### config.mk
export PLATFORM = sky130hd
export DESIGN_NAME = udp_echo_top
export DESIGN_NICKNAME = d
export VERILOG_FILES = /design/src/source/udp_echo_pkg.sv /design/src/source/udp_port_filter.sv /design/src/source/payload_fifo.sv /design/src/source/reply_builder.sv /design/src/source/udp_echo_top.sv
export SDC_FILE = /design/constraint.sdc
export NUM_CORES = 1
export LEC_CHECK = 0
export BUFFER_PORTS_ARGS = -buffer_cell sky130_fd_sc_hd__buf_2
export CAP_MARGIN = 20
export CORE_ASPECT_RATIO = 1.5
export CORE_MARGIN = 2
export CORE_UTILIZATION = 55
export DETAILED_ROUTE_END_ITERATION = 7
export HOLD_SLACK_MARGIN = 0.15
export PLACE_DENSITY = 0.83
export SLEW_MARGIN = 15
export SYNTH_ARGS = -nofsm -noshare
export SYNTH_HDL_FRONTEND = slang
export SYNTH_HIERARCHICAL = 1
export SYNTH_SLANG_ARGS = --single-unit
### constraint.sdc
create_clock -name clk -period 18.85 [get_ports clk]
set_clock_uncertainty 0.1 [all_clocks]
set_input_delay 5.655 -clock clk [delete_from_list [all_inputs] [get_ports clk]]
set_output_delay 5.655 -clock clk [all_outputs]
set_load 0.1 [all_outputs]
### src/source/udp_echo_pkg.sv
package udp_echo_pkg;

    // Field types shared by all three stages
    typedef logic [7:0] byte_t;

    typedef logic [31:0] ip_addr_t;

    typedef logic [15:0] udp_port_t;

    typedef logic [15:0] udp_len_t;

    typedef logic [7:0] ttl_t;

    // Every reply leaves with this TTL
    localparam ttl_t REPLY_TTL = 8'd64;

    // Reply builder states
    // IDLE  no header held
    // HDR   reply header offered on tx
    // BODY  payload of the current reply forwarded from the FIFO
    typedef enum logic [1:0] {
        IDLE,
        HDR,
        BODY
    } builder_state_t;

endpackage

### src/source/udp_port_filter.sv
module udp_port_filter #(
    parameter udp_echo_pkg::udp_port_t ECHO_PORT = 16'd1234
) (
    input  logic                    clk,
    input  logic                    rst,
    // Header from the UDP stack
    input  logic                    rx_hdr_valid,
    output logic                    rx_hdr_ready,
    input  udp_echo_pkg::ip_addr_t  rx_src_ip,
    input  udp_echo_pkg::udp_port_t rx_src_port,
    input  udp_echo_pkg::udp_port_t rx_dest_port,
    input  udp_echo_pkg::udp_len_t  rx_length,
    // Payload from the UDP stack
    input  udp_echo_pkg::byte_t     rx_payload_data,
    input  logic                    rx_payload_valid,
    output logic                    rx_payload_ready,
    input  logic                    rx_payload_last,
    input  logic                    rx_payload_user,
    // Request to the reply builder
    output logic                    req_valid,
    input  logic                    req_ready,
    output udp_echo_pkg::ip_addr_t  req_ip,
    output udp_echo_pkg::udp_port_t req_src_port,
    output udp_echo_pkg::udp_port_t req_dest_port,
    output udp_echo_pkg::udp_len_t  req_length,
    // Payload into the FIFO
    output logic                    wr_valid,
    input  logic                    wr_ready,
    output udp_echo_pkg::byte_t     wr_data,
    output logic                    wr_last,
    output logic                    wr_user
);

    logic match;
    logic pass_mode;
    logic drop_mode;
    logic idle;
    logic hdr_fire;
    logic last_fire;

    assign match = (rx_dest_port == ECHO_PORT);
    assign idle  = !pass_mode && !drop_mode;

    // Matching headers leave only together with a request
    assign req_valid     = rx_hdr_valid && idle && match;
    assign req_ip        = rx_src_ip;
    assign req_src_port  = rx_src_port;
    assign req_dest_port = rx_dest_port;
    assign req_length    = rx_length;

    // Other ports are swallowed without waiting on the builder
    assign rx_hdr_ready = rx_hdr_valid && idle && (match ? req_ready : 1'b1);

    assign hdr_fire = rx_hdr_valid && rx_hdr_ready;

    // Payload steering
    assign wr_valid = rx_payload_valid && pass_mode;
    assign wr_data  = rx_payload_data;
    assign wr_last  = rx_payload_last;
    assign wr_user  = rx_payload_user;

    assign rx_payload_ready = pass_mode ? wr_ready : drop_mode;

    assign last_fire = rx_payload_valid && rx_payload_ready && rx_payload_last;

    // Mode holds from header acceptance until the last payload beat
    always_ff @(posedge clk) begin
        if (rst) begin
            pass_mode <= 1'b0;
            drop_mode <= 1'b0;
        end else if (hdr_fire) begin
            pass_mode <= match;
            drop_mode <= !match;
        end else if (last_fire) begin
            pass_mode <= 1'b0;
            drop_mode <= 1'b0;
        end
    end

    // A discarded datagram must not leak its first byte into the FIFO
    assert property (@(posedge clk) disable iff (rst)
        (hdr_fire && !match) |=> !wr_valid && drop_mode)
        else $error("payload of a dropped datagram reached the FIFO");

endmodule

### src/source/payload_fifo.sv
module payload_fifo #(
    parameter int FIFO_ADDR_WIDTH = 6
) (
    input  logic                clk,
    input  logic                rst,
    // Write side
    input  logic                wr_valid,
    output logic                wr_ready,
    input  udp_echo_pkg::byte_t wr_data,
    input  logic                wr_last,
    input  logic                wr_user,
    // Read side
    output logic                rd_valid,
    input  logic                rd_ready,
    output udp_echo_pkg::byte_t rd_data,
    output logic                rd_last,
    output logic                rd_user
);

    localparam logic [FIFO_ADDR_WIDTH:0] DEPTH = {1'b1, {FIFO_ADDR_WIDTH{1'b0}}};

    // Entry layout is {user, last, data}
    logic [9:0] mem [DEPTH];

    logic [FIFO_ADDR_WIDTH-1:0] wr_ptr;
    logic [FIFO_ADDR_WIDTH-1:0] rd_ptr;
    logic [FIFO_ADDR_WIDTH:0]   count;
    logic                       wr_fire;
    logic                       rd_fire;
    logic [9:0]                 rd_entry;

    assign wr_ready = (count != DEPTH);
    assign rd_valid = (count != '0);

    assign wr_fire = wr_valid && wr_ready;
    assign rd_fire = rd_valid && rd_ready;

    // Storage
    always_ff @(posedge clk) begin
        if (wr_fire) begin
            mem[wr_ptr] <= {wr_user, wr_last, wr_data};
        end
    end

    assign rd_entry = mem[rd_ptr];
    assign rd_data  = rd_entry[7:0];
    assign rd_last  = rd_entry[8];
    assign rd_user  = rd_entry[9];

    always_ff @(posedge clk) begin
        if (rst) begin
            wr_ptr <= '0;
            rd_ptr <= '0;
            count  <= '0;
        end else begin
            if (wr_fire) begin
                wr_ptr <= wr_ptr + 1'b1;
            end
            if (rd_fire) begin
                rd_ptr <= rd_ptr + 1'b1;
            end
            case ({wr_fire, rd_fire})
                2'b10:   count <= count + 1'b1;
                2'b01:   count <= count - 1'b1;
                default: count <= count;
            endcase
        end
    end

    // Occupancy stays within 0..DEPTH across every update
    assert property (@(posedge clk) disable iff (rst)
        (count == '0) |=> (count <= 1))
        else $error("FIFO occupancy wrapped below zero");

    assert property (@(posedge clk) disable iff (rst)
        (count == DEPTH) |=> (count == DEPTH || count == DEPTH - 1'b1))
        else $error("FIFO occupancy exceeded depth");

endmodule

### src/source/reply_builder.sv
module reply_builder #(
    parameter udp_echo_pkg::ip_addr_t LOCAL_IP = {8'd192, 8'd168, 8'd1, 8'd128}
) (
    input  logic                    clk,
    input  logic                    rst,
    // Request from the filter
    input  logic                    req_valid,
    output logic                    req_ready,
    input  udp_echo_pkg::ip_addr_t  req_ip,
    input  udp_echo_pkg::udp_port_t req_src_port,
    input  udp_echo_pkg::udp_port_t req_dest_port,
    input  udp_echo_pkg::udp_len_t  req_length,
    // Payload from the FIFO
    input  logic                    rd_valid,
    output logic                    rd_ready,
    input  udp_echo_pkg::byte_t     rd_data,
    input  logic                    rd_last,
    input  logic                    rd_user,
    // Reply header
    output logic                    tx_hdr_valid,
    input  logic                    tx_hdr_ready,
    output udp_echo_pkg::ip_addr_t  tx_src_ip,
    output udp_echo_pkg::ip_addr_t  tx_dest_ip,
    output udp_echo_pkg::ttl_t      tx_ttl,
    output udp_echo_pkg::udp_port_t tx_src_port,
    output udp_echo_pkg::udp_port_t tx_dest_port,
    output udp_echo_pkg::udp_len_t  tx_length,
    // Reply payload
    output udp_echo_pkg::byte_t     tx_payload_data,
    output logic                    tx_payload_valid,
    input  logic                    tx_payload_ready,
    output logic                    tx_payload_last,
    output logic                    tx_payload_user,
    output udp_echo_pkg::byte_t     led
);

    udp_echo_pkg::builder_state_t state;

    logic                    pend_valid;
    udp_echo_pkg::ip_addr_t  pend_ip;
    udp_echo_pkg::udp_port_t pend_src_port;
    udp_echo_pkg::udp_port_t pend_dest_port;
    udp_echo_pkg::udp_len_t  pend_length;

    udp_echo_pkg::ip_addr_t  act_ip;
    udp_echo_pkg::udp_port_t act_src_port;
    udp_echo_pkg::udp_port_t act_dest_port;
    udp_echo_pkg::udp_len_t  act_length;

    logic first_beat;
    logic req_fire;
    logic hdr_fire;
    logic pay_fire;
    logic body_done;
    logic load_req;
    logic load_pend;

    // No new request while a header waits on tx
    assign req_ready = (state != udp_echo_pkg::HDR) && !pend_valid;
    assign req_fire  = req_valid && req_ready;

    assign hdr_fire  = tx_hdr_valid && tx_hdr_ready;
    assign pay_fire  = tx_payload_valid && tx_payload_ready;
    assign body_done = pay_fire && rd_last;

    // Request goes straight to the active register when it is free
    assign load_req  = req_fire && ((state == udp_echo_pkg::IDLE) || (body_done && !pend_valid));
    assign load_pend = body_done && pend_valid;

    always_ff @(posedge clk) begin
        if (rst) begin
            pend_valid <= 1'b0;
        end else if (req_fire && !load_req) begin
            pend_valid <= 1'b1;
        end else if (load_pend) begin
            pend_valid <= 1'b0;
        end
    end

    always_ff @(posedge clk) begin
        if (req_fire && !load_req) begin
            pend_ip        <= req_ip;
            pend_src_port  <= req_src_port;
            pend_dest_port <= req_dest_port;
            pend_length    <= req_length;
        end
        if (load_req) begin
            act_ip        <= req_ip;
            act_src_port  <= req_src_port;
            act_dest_port <= req_dest_port;
            act_length    <= req_length;
        end else if (load_pend) begin
            act_ip        <= pend_ip;
            act_src_port  <= pend_src_port;
            act_dest_port <= pend_dest_port;
            act_length    <= pend_length;
        end
    end

    always_ff @(posedge clk) begin
        if (rst) begin
            state <= udp_echo_pkg::IDLE;
        end else begin
            case (state)
                udp_echo_pkg::IDLE: begin
                    if (req_fire) begin
                        state <= udp_echo_pkg::HDR;
                    end
                end
                udp_echo_pkg::HDR: begin
                    if (tx_hdr_ready) begin
                        state <= udp_echo_pkg::BODY;
                    end
                end
                udp_echo_pkg::BODY: begin
                    if (body_done) begin
                        state <= (pend_valid || req_fire) ? udp_echo_pkg::HDR
                                                          : udp_echo_pkg::IDLE;
                    end
                end
                default: state <= udp_echo_pkg::IDLE;
            endcase
        end
    end

    // Reply header with ports swapped
    assign tx_hdr_valid = (state == udp_echo_pkg::HDR);
    assign tx_src_ip    = LOCAL_IP;
    assign tx_dest_ip   = act_ip;
    assign tx_ttl       = udp_echo_pkg::REPLY_TTL;
    assign tx_src_port  = act_dest_port;
    assign tx_dest_port = act_src_port;
    assign tx_length    = act_length;

    assign tx_payload_valid = (state == udp_echo_pkg::BODY) && rd_valid;
    assign rd_ready         = (state == udp_echo_pkg::BODY) && tx_payload_ready;
    assign tx_payload_data  = rd_data;
    assign tx_payload_last  = rd_last;
    assign tx_payload_user  = rd_user;

    // First byte of each reply goes to the LEDs
    always_ff @(posedge clk) begin
        if (rst) begin
            first_beat <= 1'b0;
            led        <= '0;
        end else begin
            if (hdr_fire) begin
                first_beat <= 1'b1;
            end else if (pay_fire) begin
                first_beat <= 1'b0;
            end
            if (pay_fire && first_beat) begin
                led <= tx_payload_data;
            end
        end
    end

    assert property (@(posedge clk) disable iff (rst)
        (tx_hdr_valid && !tx_hdr_ready) |=> tx_hdr_valid && $stable(tx_dest_ip)
            && $stable(tx_src_port) && $stable(tx_dest_port) && $stable(tx_length))
        else $error("reply header changed while stalled");

endmodule

### src/source/udp_echo_top.sv
module udp_echo_top #(
    parameter udp_echo_pkg::udp_port_t ECHO_PORT       = 16'd1234,
    parameter udp_echo_pkg::ip_addr_t  LOCAL_IP        = {8'd192, 8'd168, 8'd1, 8'd128},
    parameter int                      FIFO_ADDR_WIDTH = 6
) (
    input  logic                    clk,
    input  logic                    rst,
    input  logic                    rx_hdr_valid,
    output logic                    rx_hdr_ready,
    input  udp_echo_pkg::ip_addr_t  rx_src_ip,
    input  udp_echo_pkg::udp_port_t rx_src_port,
    input  udp_echo_pkg::udp_port_t rx_dest_port,
    input  udp_echo_pkg::udp_len_t  rx_length,
    input  udp_echo_pkg::byte_t     rx_payload_data,
    input  logic                    rx_payload_valid,
    output logic                    rx_payload_ready,
    input  logic                    rx_payload_last,
    input  logic                    rx_payload_user,
    output logic                    tx_hdr_valid,
    input  logic                    tx_hdr_ready,
    output udp_echo_pkg::ip_addr_t  tx_src_ip,
    output udp_echo_pkg::ip_addr_t  tx_dest_ip,
    output udp_echo_pkg::ttl_t      tx_ttl,
    output udp_echo_pkg::udp_port_t tx_src_port,
    output udp_echo_pkg::udp_port_t tx_dest_port,
    output udp_echo_pkg::udp_len_t  tx_length,
    output udp_echo_pkg::byte_t     tx_payload_data,
    output logic                    tx_payload_valid,
    input  logic                    tx_payload_ready,
    output logic                    tx_payload_last,
    output logic                    tx_payload_user,
    output udp_echo_pkg::byte_t     led
);

    // Filter to builder
    logic                    req_valid;
    logic                    req_ready;
    udp_echo_pkg::ip_addr_t  req_ip;
    udp_echo_pkg::udp_port_t req_src_port;
    udp_echo_pkg::udp_port_t req_dest_port;
    udp_echo_pkg::udp_len_t  req_length;

    // Filter to FIFO
    logic                wr_valid;
    logic                wr_ready;
    udp_echo_pkg::byte_t wr_data;
    logic                wr_last;
    logic                wr_user;

    // FIFO to builder
    logic                rd_valid;
    logic                rd_ready;
    udp_echo_pkg::byte_t rd_data;
    logic                rd_last;
    logic                rd_user;

    udp_port_filter #(
        .ECHO_PORT(ECHO_PORT)
    ) filter_inst (
        .clk             (clk),
        .rst             (rst),
        .rx_hdr_valid    (rx_hdr_valid),
        .rx_hdr_ready    (rx_hdr_ready),
        .rx_src_ip       (rx_src_ip),
        .rx_src_port     (rx_src_port),
        .rx_dest_port    (rx_dest_port),
        .rx_length       (rx_length),
        .rx_payload_data (rx_payload_data),
        .rx_payload_valid(rx_payload_valid),
        .rx_payload_ready(rx_payload_ready),
        .rx_payload_last (rx_payload_last),
        .rx_payload_user (rx_payload_user),
        .req_valid       (req_valid),
        .req_ready       (req_ready),
        .req_ip          (req_ip),
        .req_src_port    (req_src_port),
        .req_dest_port   (req_dest_port),
        .req_length      (req_length),
        .wr_valid        (wr_valid),
        .wr_ready        (wr_ready),
        .wr_data         (wr_data),
        .wr_last         (wr_last),
        .wr_user         (wr_user)
    );

    payload_fifo #(
        .FIFO_ADDR_WIDTH(FIFO_ADDR_WIDTH)
    ) fifo_inst (
        .clk     (clk),
        .rst     (rst),
        .wr_valid(wr_valid),
        .wr_ready(wr_ready),
        .wr_data (wr_data),
        .wr_last (wr_last),
        .wr_user (wr_user),
        .rd_valid(rd_valid),
        .rd_ready(rd_ready),
        .rd_data (rd_data),
        .rd_last (rd_last),
        .rd_user (rd_user)
    );

    reply_builder #(
        .LOCAL_IP(LOCAL_IP)
    ) builder_inst (
        .clk             (clk),
        .rst             (rst),
        .req_valid       (req_valid),
        .req_ready       (req_ready),
        .req_ip          (req_ip),
        .req_src_port    (req_src_port),
        .req_dest_port   (req_dest_port),
        .req_length      (req_length),
        .rd_valid        (rd_valid),
        .rd_ready        (rd_ready),
        .rd_data         (rd_data),
        .rd_last         (rd_last),
        .rd_user         (rd_user),
        .tx_hdr_valid    (tx_hdr_valid),
        .tx_hdr_ready    (tx_hdr_ready),
        .tx_src_ip       (tx_src_ip),
        .tx_dest_ip      (tx_dest_ip),
        .tx_ttl          (tx_ttl),
        .tx_src_port     (tx_src_port),
        .tx_dest_port    (tx_dest_port),
        .tx_length       (tx_length),
        .tx_payload_data (tx_payload_data),
        .tx_payload_valid(tx_payload_valid),
        .tx_payload_ready(tx_payload_ready),
        .tx_payload_last (tx_payload_last),
        .tx_payload_user (tx_payload_user),
        .led             (led)
    );

endmodule

==> results.cfg <==
[sta]
rsz0062_at_grt = no
clock.fmax_mhz = 78.4
max_slew_margin_pct = 22.7
fin_crit_sh_pct = 67.7
setup_viol = 0
final_hold_viol_count = 0
worst_slew_pin_slew_ps = 1140
slew_violations = 0
min_period_ps = 12760
timing.final.ws_setup_ps = 6090
fin_tns_setup_ps = 0

[die]
io_pins = 238
start_util_pct = 55.3
fp.dieW_um = 206
rows = 111
die_area_um2 = 63200
die_y_um = 307
core_area_um2 = 60800

[synth]
avgSynthCellArea_um2 = 19.1
ys_ff_latch = 839
synth-warning-count = 6
synth.cell_area_um2 = 33600
synth_enable_flop_cells = 800
async_flop_share_pct = 0
synth.most_common_cell = edfxtp_1
synthTopCellsByArea = edfxtp_1 (71%), mux4_2 (11%), buf_4 (3.5%)
syn_inst = 1758
ys_types = 75
ys_seq_area_share_pct = 73.7
yosys.area.top_type = edfxtp_1
synth_top_flop_cell = edfxtp_1
synthTopCellsByCount = edfxtp_1 (800), mux4_2 (160), buf_4 (156)
synth.top_cell.area_share_pct = 71.4

[clocking]
clockBufferDepth = 3
clk_pin_slew_worst_paths_ps = 60
cts-root-buf = clkbuf_16
cts_hold_buf = 0
cts_sinks = 839
htree_levels = 3
cts_resized = 0
cts_buffers = 76
cts_tree = done
clock_latency_ps = 630
cts_setup_buffers = 0

[setup_path]
cp.arrival_ps = 7000
rrSetupSlack_ps = 13280
cp.required_ps = 13090
crit_type = primary input to primary output
crit_end = rx_hdr_ready
worstRegToRegCells = 10
critPathLaunchType = primary input
cp-startpoint = rx_dest_port[9]
critPathCaptureType = primary output
r2r_end = builder_inst/pend_ip[0]
cp_max_fo = 4

[placed_design]
pre_cts_ws_ps = 6120
portBuffers = 197
routabilityCongestion = 0.883
hpwl_mm = 44.2

[power]
clock_power_share_pct = 41.6
p_leak_nw = 11.7
p_int_w = 0.00291
p_seq_share_pct = 55.7
p_total_w = 0.00366
power.density_nw_per_um2 = 99.3
switching_share_pct = 20.5
p_comb_share_pct = 2.7
ir_drop_mv = 0.0719
p_switching_w = 0.000751

[grt]
antenna_found_initial = 0
grt_pass1_wl_mm = 108
grt_max_degree = 77
groute.usage.overall_pct = 23.4
first_global_vias = 17400
gr-total-overflow = 0

[final_layout]
syn2layout_area_growth_pct = 9.55
diodes = 0
multi_input_area_um2 = 7400
final.fill_count = 4032
fin_nets = 1975
regArea_um2 = 24800
drive_gt1_share_pct = 30.7

[routing]
drc_errors = 0
ant_nets = 0
drtPass1Iterations = 6
drt_iter0_drc = 1937
totalWireLength_mm = 73.9
wl_per_cell_um = 27.1
via_count = 16800
via_per_inst = 6.18

[min_path]
hold_path.class = flop to flop

[status]
status = complete, no violations

[job]
max_cap_violations = 0
[registers in the layout, summed over array words and instances (netlist names), named ones only]
register                     flops
filter_inst/pass_mode            1
fifo_inst/wr_ptr                 6
builder_inst/first_beat          1
builder_inst/pend_src_port      16
builder_inst/tx_length          16
builder_inst/tx_src_port        16
builder_inst/pend_length        16
builder_inst/pend_ip            32
builder_inst/led                 8
fifo_inst/mem                  640
builder_inst/tx_dest_port       16
builder_inst/state               2
builder_inst/pend_valid          1
fifo_inst/rd_ptr                 6
builder_inst/pend_dest_port     16
builder_inst/tx_dest_ip         32
filter_inst/drop_mode            1
fifo_inst/count                  7
[cell usage in the layout, fill, tap and decap left out, types with 16 or more instances in the layout]
master       n
nand2_1     43
edfxtp_1   800
mux2_2      85
o21ai_0     18
mux4_2     160
conb_1      40
a21oi_1     22
dfxtp_1     36
mux2i_1     22
buf_2      194
nand3_1     31
buf_4       24
o22ai_1     20
a22oi_1     16
nor2_1     106
nor2b_1     19
clkbuf_16   79
[final cells by class]
class,instances,share of cell area (%)
Clock buffer,95,5.55
Clock inverter,42,1.06
Inverter,12,0.122
Multi-Input combinational cell,726,20.1
Sequential cell,839,67.3
Tap cell,791,2.68
Timing Repair Buffer,219,3.18
[per-layer routing]
layer	vias to the layer above	wire (um)	GRT usage, %
met5	-	0	0
met1	8568	24700	27.3
met4	0	4580	14.1
li1	7059	-	-
met2	1005	38200	40.4
met3	200	6440	4.11
[through the flow]
step                instance area [um2]  cells  hold WS (ps)  util (%)
finish                            36900   2724           397      60.6
global route                      36900   2724           418      60.6
floorplan                         33800   1796           385         -
CTS                               36800   2720           394      60.5
global placement                  34400   2583           362      56.5
detailed placement                34400   2583           381      56.5
[power by group through the flow]
stage | Clock, W | Sequential, W | Combinational [W]
after floorplan | 0 | 0.00208 | 0.0000877
after global placement | 0 | 0.00208 | 0.0000933
after detailed placement | 0 | 0.00208 | 0.0000978
after CTS | 0.00154 | 0.00204 | 0.0000984
after global routing | 0.00161 | 0.00204 | 0.000104
final | 0.00152 | 0.00204 | 0.0000995
[worst max-delay path: stages]
cell     delay [ps]
buf_2           120
nor4_1          380
nand4_1         300
o21a_1          260
buf_2           280
[cell families after synthesis]
kind of cell	synth area share (%)
multiplexers	14.5
other	0.0223
XOR/XNOR	0.364
adder cells (fa/ha/maj)	0.186
AND/OR/NAND/NOR	3.98
buffers and inverters	4.75
AO/OA/AOI/OAI	2.49
flip-flops	73.7
[how the worst min path moves through the flow]
| stage | start | endpoint | slack, ps | cells past startpoint |
|---|---|---|---|---|
| after global routing | builder_inst/led[1] | builder_inst/led[1] | 420 | 2 |
| final | builder_inst/led[2] | builder_inst/led[2] | 400 | 2 |
| after detailed placement | builder_inst/led[2] | builder_inst/led[2] | 380 | 2 |
| after global placement | builder_inst/led[7] | builder_inst/led[7] | 360 | 2 |
| after floorplan | fifo_inst/rd_ptr[5] | flop | 380 | 2 |
| after CTS | builder_inst/led[1] | builder_inst/led[1] | 390 | 2 |
(Power assumes the default switching activity.)
